$ cat src/cpu_pkg.sv
package cpu_pkg;

    localparam int WORD_W    = 32;
    localparam int REG_AW    = 5;
    localparam int REG_COUNT = 32;

    typedef logic [WORD_W-1:0] word_t;
    typedef logic [REG_AW-1:0] reg_addr_t;

    // Primary opcodes
    localparam logic [5:0] OP_SPECIAL = 6'b000000;
    localparam logic [5:0] OP_ADDI    = 6'b001000;
    localparam logic [5:0] OP_ADDIU   = 6'b001001;
    localparam logic [5:0] OP_SLTI    = 6'b001010;
    localparam logic [5:0] OP_SLTIU   = 6'b001011;
    localparam logic [5:0] OP_ANDI    = 6'b001100;
    localparam logic [5:0] OP_ORI     = 6'b001101;
    localparam logic [5:0] OP_XORI    = 6'b001110;
    localparam logic [5:0] OP_LUI     = 6'b001111;

    // Function codes under OP_SPECIAL
    localparam logic [5:0] FN_SLL  = 6'b000000;
    localparam logic [5:0] FN_SRL  = 6'b000010;
    localparam logic [5:0] FN_SRA  = 6'b000011;
    localparam logic [5:0] FN_SLLV = 6'b000100;
    localparam logic [5:0] FN_SRLV = 6'b000110;
    localparam logic [5:0] FN_SRAV = 6'b000111;
    localparam logic [5:0] FN_ADD  = 6'b100000;
    localparam logic [5:0] FN_ADDU = 6'b100001;
    localparam logic [5:0] FN_SUB  = 6'b100010;
    localparam logic [5:0] FN_SUBU = 6'b100011;
    localparam logic [5:0] FN_AND  = 6'b100100;
    localparam logic [5:0] FN_OR   = 6'b100101;
    localparam logic [5:0] FN_XOR  = 6'b100110;
    localparam logic [5:0] FN_NOR  = 6'b100111;
    localparam logic [5:0] FN_SLT  = 6'b101010;
    localparam logic [5:0] FN_SLTU = 6'b101011;

    typedef enum logic [3:0] {
        NOP, OR, AND, XOR, NOR, SLL, SRL, SRA, ADD, SUB, SLT, SLTU
    } alu_op_e;

    typedef struct packed {
        logic [5:0] op;
        reg_addr_t  rs;
        reg_addr_t  rt;
        reg_addr_t  rd;
        logic [4:0] shamt;
        logic [5:0] funct;
    } r_fields_t;

    typedef struct packed {
        logic [5:0]  op;
        reg_addr_t   rs;
        reg_addr_t   rt;
        logic [15:0] imm;
    } i_fields_t;

    // The opcode decides which view applies
    typedef union packed {
        r_fields_t r;
        i_fields_t i;
    } inst_u;

endpackage

$ cat src/issue_if.sv
`timescale 1ns/1ps

interface issue_if;
    import cpu_pkg::*;

    logic      valid;
    alu_op_e   op;
    word_t     opnd1;
    word_t     opnd2;
    reg_addr_t wd;
    logic      we;

    // Decode drives everything combinationally
    modport src (output valid, op, opnd1, opnd2, wd, we);

    // Execute samples into its issue register
    modport dst (input valid, op, opnd1, opnd2, wd, we);

endinterface

$ cat src/inst_decoder.sv
`timescale 1ns/1ps

module inst_decoder (
    input  cpu_pkg::word_t     inst_i,
    output cpu_pkg::alu_op_e   op_o,
    output logic               re1_o,
    output logic               re2_o,
    output cpu_pkg::reg_addr_t raddr1_o,
    output cpu_pkg::reg_addr_t raddr2_o,
    output cpu_pkg::word_t     imm_o,
    output cpu_pkg::reg_addr_t wd_o,
    output logic               we_o
);
    import cpu_pkg::*;

    inst_u ins;
    logic  known;
    word_t imm_zext;
    word_t imm_sext;
    word_t imm_shamt;

    assign ins       = inst_i;
    assign imm_zext  = {16'h0, ins.i.imm};
    assign imm_sext  = {{16{ins.i.imm[15]}}, ins.i.imm};
    assign imm_shamt = {27'h0, ins.r.shamt};

    assign raddr1_o = ins.r.rs;
    assign raddr2_o = ins.r.rt;

    always_comb begin
        op_o  = NOP;
        re1_o = 1'b0;
        re2_o = 1'b0;
        imm_o = '0;
        known = 1'b1;
        if (ins.r.op == OP_SPECIAL) begin
            wd_o  = ins.r.rd;
            re1_o = 1'b1;
            re2_o = 1'b1;
            case (ins.r.funct)
                FN_OR:   op_o = OR;
                FN_AND:  op_o = AND;
                FN_XOR:  op_o = XOR;
                FN_NOR:  op_o = NOR;
                FN_SLLV: op_o = SLL; // Shift amount comes from rs
                FN_SRLV: op_o = SRL;
                FN_SRAV: op_o = SRA;
                FN_ADD,
                FN_ADDU: op_o = ADD; // No overflow trap in this core
                FN_SUB,
                FN_SUBU: op_o = SUB;
                FN_SLT:  op_o = SLT;
                FN_SLTU: op_o = SLTU;
                FN_SLL, FN_SRL, FN_SRA: begin
                    // Constant shifts take shamt in place of rs
                    op_o  = (ins.r.funct == FN_SLL) ? SLL :
                            (ins.r.funct == FN_SRL) ? SRL : SRA;
                    re1_o = 1'b0;
                    imm_o = imm_shamt;
                end
                default: begin
                    re1_o = 1'b0;
                    re2_o = 1'b0;
                    known = 1'b0;
                end
            endcase
        end else begin
            wd_o  = ins.i.rt;
            re1_o = 1'b1;
            case (ins.i.op)
                OP_ORI:  op_o = OR;
                OP_ANDI: op_o = AND;
                OP_XORI: op_o = XOR;
                OP_ADDI,
                OP_ADDIU: op_o = ADD;
                OP_SLTI:  op_o = SLT;
                OP_SLTIU: op_o = SLTU;
                OP_LUI: begin
                    op_o  = OR;    // Both operands are the immediate
                    re1_o = 1'b0;
                end
                default: begin
                    re1_o = 1'b0;
                    known = 1'b0;
                end
            endcase
            case (ins.i.op)
                OP_ORI, OP_ANDI, OP_XORI: imm_o = imm_zext;
                OP_LUI:                   imm_o = {ins.i.imm, 16'h0};
                default:                  imm_o = imm_sext;
            endcase
        end
        // r0 is never written
        we_o = known && (wd_o != '0);
    end

endmodule

$ cat src/decode_stage.sv
`timescale 1ns/1ps

module decode_stage (
    input  cpu_pkg::word_t     inst_i,
    input  logic               inst_valid_i,
    output cpu_pkg::reg_addr_t rf_raddr1_o,
    output cpu_pkg::reg_addr_t rf_raddr2_o,
    input  cpu_pkg::word_t     rf_rdata1_i,
    input  cpu_pkg::word_t     rf_rdata2_i,
    input  logic               ex_we_i,
    input  cpu_pkg::reg_addr_t ex_wd_i,
    input  cpu_pkg::word_t     ex_wdata_i,
    input  logic               mem_we_i,
    input  cpu_pkg::reg_addr_t mem_wd_i,
    input  cpu_pkg::word_t     mem_wdata_i,
    issue_if.src               iss
);
    import cpu_pkg::*;

    logic  re1;
    logic  re2;
    word_t imm;

    // Youngest producer wins, then the one in the result register
    function automatic word_t pick_opnd(input logic re, input reg_addr_t addr,
                                        input word_t rdata);
        if (re && ex_we_i && addr == ex_wd_i)
            return ex_wdata_i;
        else if (re && mem_we_i && addr == mem_wd_i)
            return mem_wdata_i;
        else if (re)
            return rdata;
        else
            return imm;
    endfunction

    inst_decoder u_dec (
        .inst_i   (inst_i),
        .op_o     (iss.op),
        .re1_o    (re1),
        .re2_o    (re2),
        .raddr1_o (rf_raddr1_o),
        .raddr2_o (rf_raddr2_o),
        .imm_o    (imm),
        .wd_o     (iss.wd),
        .we_o     (iss.we)
    );

    assign iss.valid = inst_valid_i;

    always_comb begin
        iss.opnd1 = pick_opnd(re1, rf_raddr1_o, rf_rdata1_i);
        iss.opnd2 = pick_opnd(re2, rf_raddr2_o, rf_rdata2_i);
    end

endmodule

$ cat src/alu.sv
`timescale 1ns/1ps

module alu (
    input  cpu_pkg::alu_op_e op_i,
    input  cpu_pkg::word_t   a_i,
    input  cpu_pkg::word_t   b_i,
    output cpu_pkg::word_t   result_o
);
    import cpu_pkg::*;

    logic [4:0] sh;
    logic       lt_signed;
    logic       lt_unsigned;

    assign sh          = a_i[4:0]; // Shifts move b_i by a_i
    assign lt_signed   = $signed(a_i) < $signed(b_i);
    assign lt_unsigned = a_i < b_i;

    always_comb begin
        case (op_i)
            OR:      result_o = a_i | b_i;
            AND:     result_o = a_i & b_i;
            XOR:     result_o = a_i ^ b_i;
            NOR:     result_o = ~(a_i | b_i);
            SLL:     result_o = b_i << sh;
            SRL:     result_o = b_i >> sh;
            SRA:     result_o = word_t'($signed(b_i) >>> sh);
            ADD:     result_o = a_i + b_i; // Wraps
            SUB:     result_o = a_i - b_i;
            SLT:     result_o = word_t'(lt_signed);
            SLTU:    result_o = word_t'(lt_unsigned);
            default: result_o = '0;
        endcase
    end

endmodule

$ cat src/exec_pipe.sv
`timescale 1ns/1ps

module exec_pipe (
    input  logic               clk,
    input  logic               rst_i,
    issue_if.dst               iss,
    input  logic               wb_ready_i,
    output logic               inst_ready_o,
    output logic               ex_we_o,
    output cpu_pkg::reg_addr_t ex_wd_o,
    output cpu_pkg::word_t     ex_wdata_o,
    output logic               mem_we_o,
    output cpu_pkg::reg_addr_t mem_wd_o,
    output cpu_pkg::word_t     mem_wdata_o,
    output logic               wb_valid_o,
    output logic               wb_we_o,
    output cpu_pkg::reg_addr_t wb_addr_o,
    output cpu_pkg::word_t     wb_data_o,
    output logic               rf_we_o
);
    import cpu_pkg::*;

    logic      iss_valid;
    logic      iss_we;
    alu_op_e   iss_op;
    word_t     iss_a;
    word_t     iss_b;
    reg_addr_t iss_wd;
    word_t     alu_result;
    logic      res_valid;
    logic      res_we;
    reg_addr_t res_wd;
    word_t     res_data;
    logic      stall;

    // A held beat that nobody takes freezes the whole pipe
    assign stall        = res_valid && !wb_ready_i;
    assign inst_ready_o = !stall;

    always_ff @(posedge clk) begin
        if (rst_i) begin
            iss_valid <= 1'b0;
            iss_we    <= 1'b0;
            res_valid <= 1'b0;
            res_we    <= 1'b0;
        end else if (!stall) begin
            iss_valid <= iss.valid;
            iss_we    <= iss.we;
            res_valid <= iss_valid;
            res_we    <= iss_we;
        end
    end

    always_ff @(posedge clk) begin
        if (!stall) begin
            iss_op   <= iss.op;
            iss_a    <= iss.opnd1;
            iss_b    <= iss.opnd2;
            iss_wd   <= iss.wd;
            res_wd   <= iss_wd;
            res_data <= alu_result;
        end
    end

    alu u_alu (
        .op_i     (iss_op),
        .a_i      (iss_a),
        .b_i      (iss_b),
        .result_o (alu_result)
    );

    assign ex_we_o     = iss_valid && iss_we;
    assign ex_wd_o     = iss_wd;
    assign ex_wdata_o  = alu_result;
    assign mem_we_o    = res_valid && res_we;
    assign mem_wd_o    = res_wd;
    assign mem_wdata_o = res_data;

    assign wb_valid_o = res_valid;
    assign wb_we_o    = res_we;
    assign wb_addr_o  = res_wd;
    assign wb_data_o  = res_data;
    assign rf_we_o    = res_valid && wb_ready_i && res_we; // Write lands on the transfer edge

endmodule

$ cat src/reg_file.sv
`timescale 1ns/1ps

module reg_file (
    input  logic               clk,
    input  logic               rst_i,
    input  cpu_pkg::reg_addr_t raddr1_i,
    input  cpu_pkg::reg_addr_t raddr2_i,
    output cpu_pkg::word_t     rdata1_o,
    output cpu_pkg::word_t     rdata2_o,
    input  logic               we_i,
    input  cpu_pkg::reg_addr_t waddr_i,
    input  cpu_pkg::word_t     wdata_i
);
    import cpu_pkg::*;

    word_t regs [REG_COUNT];

    always_ff @(posedge clk) begin
        if (rst_i) begin
            for (int i = 0; i < REG_COUNT; i++)
                regs[i] <= '0;
        end else if (we_i && waddr_i != '0) begin
            regs[waddr_i] <= wdata_i;
        end
    end

    // Reads see the old value during a write, decode forwards around it
    assign rdata1_o = (raddr1_i == '0) ? '0 : regs[raddr1_i];
    assign rdata2_o = (raddr2_i == '0) ? '0 : regs[raddr2_i];

endmodule

$ cat src/mini_core.sv
`timescale 1ns/1ps

module mini_core (
    input  logic               clk,
    input  logic               rst_i,
    input  logic               inst_valid_i,
    input  cpu_pkg::word_t     inst_i,
    output logic               inst_ready_o,
    output logic               wb_valid_o,
    output logic               wb_we_o,
    output cpu_pkg::reg_addr_t wb_addr_o,
    output cpu_pkg::word_t     wb_data_o,
    input  logic               wb_ready_i
);
    import cpu_pkg::*;

    issue_if iss ();

    reg_addr_t rf_raddr1;
    reg_addr_t rf_raddr2;
    word_t     rf_rdata1;
    word_t     rf_rdata2;
    logic      rf_we;
    logic      ex_we;
    reg_addr_t ex_wd;
    word_t     ex_wdata;
    logic      mem_we;
    reg_addr_t mem_wd;
    word_t     mem_wdata;

    decode_stage u_decode (
        .inst_i       (inst_i),
        .inst_valid_i (inst_valid_i),
        .rf_raddr1_o  (rf_raddr1),
        .rf_raddr2_o  (rf_raddr2),
        .rf_rdata1_i  (rf_rdata1),
        .rf_rdata2_i  (rf_rdata2),
        .ex_we_i      (ex_we),
        .ex_wd_i      (ex_wd),
        .ex_wdata_i   (ex_wdata),
        .mem_we_i     (mem_we),
        .mem_wd_i     (mem_wd),
        .mem_wdata_i  (mem_wdata),
        .iss          (iss.src)
    );

    exec_pipe u_exec (
        .clk          (clk),
        .rst_i        (rst_i),
        .iss          (iss.dst),
        .wb_ready_i   (wb_ready_i),
        .inst_ready_o (inst_ready_o),
        .ex_we_o      (ex_we),
        .ex_wd_o      (ex_wd),
        .ex_wdata_o   (ex_wdata),
        .mem_we_o     (mem_we),
        .mem_wd_o     (mem_wd),
        .mem_wdata_o  (mem_wdata),
        .wb_valid_o   (wb_valid_o),
        .wb_we_o      (wb_we_o),
        .wb_addr_o    (wb_addr_o),
        .wb_data_o    (wb_data_o),
        .rf_we_o      (rf_we)
    );

    // The write port takes the beat that leaves on the write-back stream
    reg_file u_rf (
        .clk      (clk),
        .rst_i    (rst_i),
        .raddr1_i (rf_raddr1),
        .raddr2_i (rf_raddr2),
        .rdata1_o (rf_rdata1),
        .rdata2_o (rf_rdata2),
        .we_i     (rf_we),
        .waddr_i  (wb_addr_o),
        .wdata_i  (wb_data_o)
    );

endmodule

$ cat config.mk
export PLATFORM = sky130hd
export DESIGN_NAME = mini_core
export DESIGN_NICKNAME = d
export VERILOG_FILES = /design/src/cpu_pkg.sv /design/src/issue_if.sv /design/src/inst_decoder.sv /design/src/decode_stage.sv /design/src/alu.sv /design/src/exec_pipe.sv /design/src/reg_file.sv /design/src/mini_core.sv
export SDC_FILE = /design/constraint.sdc
export NUM_CORES = 2
export LEC_CHECK = 0
export BUFFER_PORTS_ARGS = -buffer_cell sky130_fd_sc_hd__buf_4
export CAP_MARGIN = 5
export CORE_MARGIN = 5
export CORE_UTILIZATION = 50
export DETAILED_ROUTE_END_ITERATION = 7
export GPL_ROUTABILITY_DRIVEN = 0
export PLACE_DENSITY_LB_ADDON = 0.1
export SLEW_MARGIN = 25
export SYNTH_ARGS = -nofsm -noshare
export SYNTH_HDL_FRONTEND = slang
export SYNTH_SLANG_ARGS = --single-unit
$ cat constraint.sdc
create_clock -name clk -period 4.3 [get_ports clk]
set_input_delay 0.43 -clock clk [delete_from_list [all_inputs] [get_ports clk]]
set_output_delay 0.43 -clock clk [all_outputs]
set_load 0.02 [all_outputs]
==> results.md <==
* Hold Crit Class: input pin to flop
* CTS tree: yes
* Post-CTS setup buffers at 0
* Area of the multi-input gates at 33410 um2
* Inserted Clock Buffers at 133
* Sink Count at 1138
* DRC at 2
* Share of layout cells above drive strength 1 at 0.2312
* Starting density of the core at 0.5016
* Area Overhead vs Synth at 12.01%
* Yosys warns at 0
* RSZ-0062 raised after global routing: no
* Worst Setup Path Type: flop to flop
* Share of synthesized registers carrying an async set or reset at 0
* Slowest cell delay on critical path at 0.66 ns
* CP Launch Type: flop
* Buf/Inv on CP at 2
* Core Region at 139200 um2
* Maximum clock frequency at 237.7 MHz
* Power per cell area at 381.9 nW/um2
* WL per Instance at 36.39 um
* Vias in the first global route at 50140
* Worst setup margin at 0.09384 ns
* Iter 0 DRT Violations at 7917
* Max-slew headroom at 0.2237
* Post-DP HPWL at 175.3 mm
* CP max-delay cell: mux2i_1
* CP Max Fanout at 45
* Final setup viols at 0
* Largest net degree at the start of global routing at 73
* Syn avg cell area at 12.91 um2
* Final Cycle Share at 0.9782
* Synthesized area at 69820 um2
* Detail Route Antenna Nets at 0
* Antenna violations before repair at 23
* Die Ht at 383.7 um
* Clock Tree Buf Depth at 3
* Seq cells post-synth at 1138
* Clock tree root driver cell: clkbuf_16
* Slew Viols, Final at 0
* Worst path most repeated cell: buf_4
* Leakage power at 0.02884 uW
* Resized Gates After CTS at 0
* Die area at 147200 um2
* Crit path capture type: flop
* Netlist cell types at 97
* Number of fill cells in the layout at 11340
* Final-report hold violation count at 0
* Sequential share of the synthesized area at 0.4889
* Worst VDD drop at 0.3486 mV
* Failing checks: design-rule violations
* Worst slack, placed at 0.3651 ns
* Worst hold slack at 0.04794 ns
* WL final at 270.6 mm
* Rows at 137
* Cell chain of the critical path: buf_4 > buf_4 > mux4_2 > nor2_1 > a21oi_1 > mux2_2 > a31oi_1 > o211ai_1 > nand2_1 > mux2i_1
* Nets at 5594
* Top Ports at 76
* Post-synth EDFFs at 1134
* Mapped Cells at 5408
* GR Overflow Total at 0
* Crit path DAT at 4.68 ns
* Minimum clock period at 4.206 ns
* Vias per cell at 6.958
* CP top delay family: multiplexers
* Global-route wire length before repair at 379.4 mm
* Synth Flop Type: edfxtp_1
* Worst Tran Pin Value at 1.163 ns
* Gr usage total at 0.3634
* Fin Setup TNS at 0 ns
* Die width at 383.7 um
* Area taken by flip-flops and latches at 34130 um2
* Drt pass-1 iters at 8
* Clock edge transition at the registers on the reported setup and hold paths at 0.06 ns
* Vias after detailed routing at 51740
* Cts hold-fix bufs at 2
* Max Clock Skew at 0.02591 ns
* Worst path required time at 4.77 ns
* Status: finished, violations left
* Max_cap viols at 0
* Worst-Skew Late Latency at 0.78 ns
* CTS H-tree depth at 4
* Port-buffer cells at 75
## worst register-to-register path, delay by kind of cell (launching register included)
| family | cells | cell delay [ns] |
|---|---|---|
| AO/OA/AOI/OAI | 3 | 1.21 |
| buffers and inverters | 2 | 0.74 |
| flip-flops | 1 | 0.36 |
| multiplexers | 3 | 1.33 |
| AND/OR/NAND/NOR | 2 | 0.27 |
## layout by cell type, fill, tap and decap left out, drive strengths merged, types with 125 or more instances in the layout
cell type,instances
mux2i,270
nor2,277
o21ai,158
nand2,189
mux4,551
a21oi,188
edfxtp,1134
and2,1007
buf,399
clkbuf,175
inv,125
## layer usage
metal / share of wire / vias to the layer above / track usage
li1: - / 20930 / -
met1: 0.37 / 26260 / 0.4901
met2: 0.44 / 3796 / 0.5493
met3: 0.12 / 743 / 0.09078
met4: 0.064 / 14 / 0.1875
met5: 0.00047 / - / 0
## Yosys cell counts, drive strengths merged, types with 32 or more instances
cell    instances  area share
nor3           47      0.0034
a21oi         188       0.014
clkbuf        371       0.020
a221oi        100       0.013
mux4          551        0.18
nand2         189       0.010
or2            38      0.0034
mux2i         270       0.039
nor2          277       0.015
edfxtp       1134        0.49
o22ai          37      0.0033
and2         1007       0.090
a211oi         32      0.0034
a22oi          49      0.0053
nand3          69      0.0049
o21ai         158       0.011
a31oi          43      0.0041
o211ai         35      0.0038
buf           152       0.012
ha            101       0.018
inv           120      0.0065
mux2           45      0.0073
## report_power, final
group / total [uW] / internal [uW] / leakage [uW] / switching (uW)
registers: 13100 / 12700 / 0.0118 / 429
logic: 5650 / 2020 / 0.0150 / 3630
clock network: 11100 / 6410 / 0.00202 / 4710
## cells by family after synthesis
logic type,count (synthesis),synth area share
XOR/XNOR,27,0.003387
buffers and inverters,646,0.03842
AND/OR/NAND/NOR,1755,0.1398
adder cells (fa/ha/maj),103,0.01867
multiplexers,866,0.2238
other,1,0.00005371
flip-flops,1138,0.4889
AO/OA/AOI/OAI,872,0.08701
## cell type report
| class | instances | area share |
|---|---|---|
| Antenna cell | 7 | 0.0002240 |
| Sequential cell | 1138 | 0.4365 |
| Multi-Input combinational cell | 3655 | 0.4273 |
| Timing Repair Buffer | 404 | 0.04690 |
| Inverter | 123 | 0.005968 |
| Tap cell | 1876 | 0.03002 |
| Clock buffer | 172 | 0.04523 |
| Clock inverter | 61 | 0.007920 |
## final timing paths
kind / endpoint / start / slack (ns) / cells after the start
worst min-delay path: u_exec.ex_wd_o[4] / inst_i[15] / 0.05 / 3
worst max register to register: u_exec.iss_a[4] / u_exec.iss_a[1] / 0.09 / 10
worst max-delay path: u_exec.iss_a[4] / u_exec.iss_a[1] / 0.09 / 10
worst min register to register: u_exec.iss_we / u_exec.iss_we / 0.48 / 2
## flip-flops by register name (all words and copies together), names as in the netlist
register            cells
u_exec.ex_wd_o          5
u_exec.wb_valid_o       1
u_exec.iss_op           4
u_exec.mem_wdata_o     32
u_exec.wb_we_o          1
u_exec.iss_we           1
u_exec.iss_b           32
u_exec.iss_valid        1
u_exec.iss_a           32
u_rf.regs            1024
u_exec.mem_wd_o         5
## stage by stage
step / std cells / utilization / instance area [um2] / power, uW
floorplan: 5439 / - / 69930 / 16460
global placement: 7192 / 0.5315 / 73970 / 18720
detailed placement: 7192 / 0.5315 / 73970 / 18760
CTS: 7427 / 0.5615 / 78150 / 29750
global route: 7430 / 0.5617 / 78190 / 30620
finish: 7436 / 0.5618 / 78200 / 29870
(Power assumes the default switching activity.)
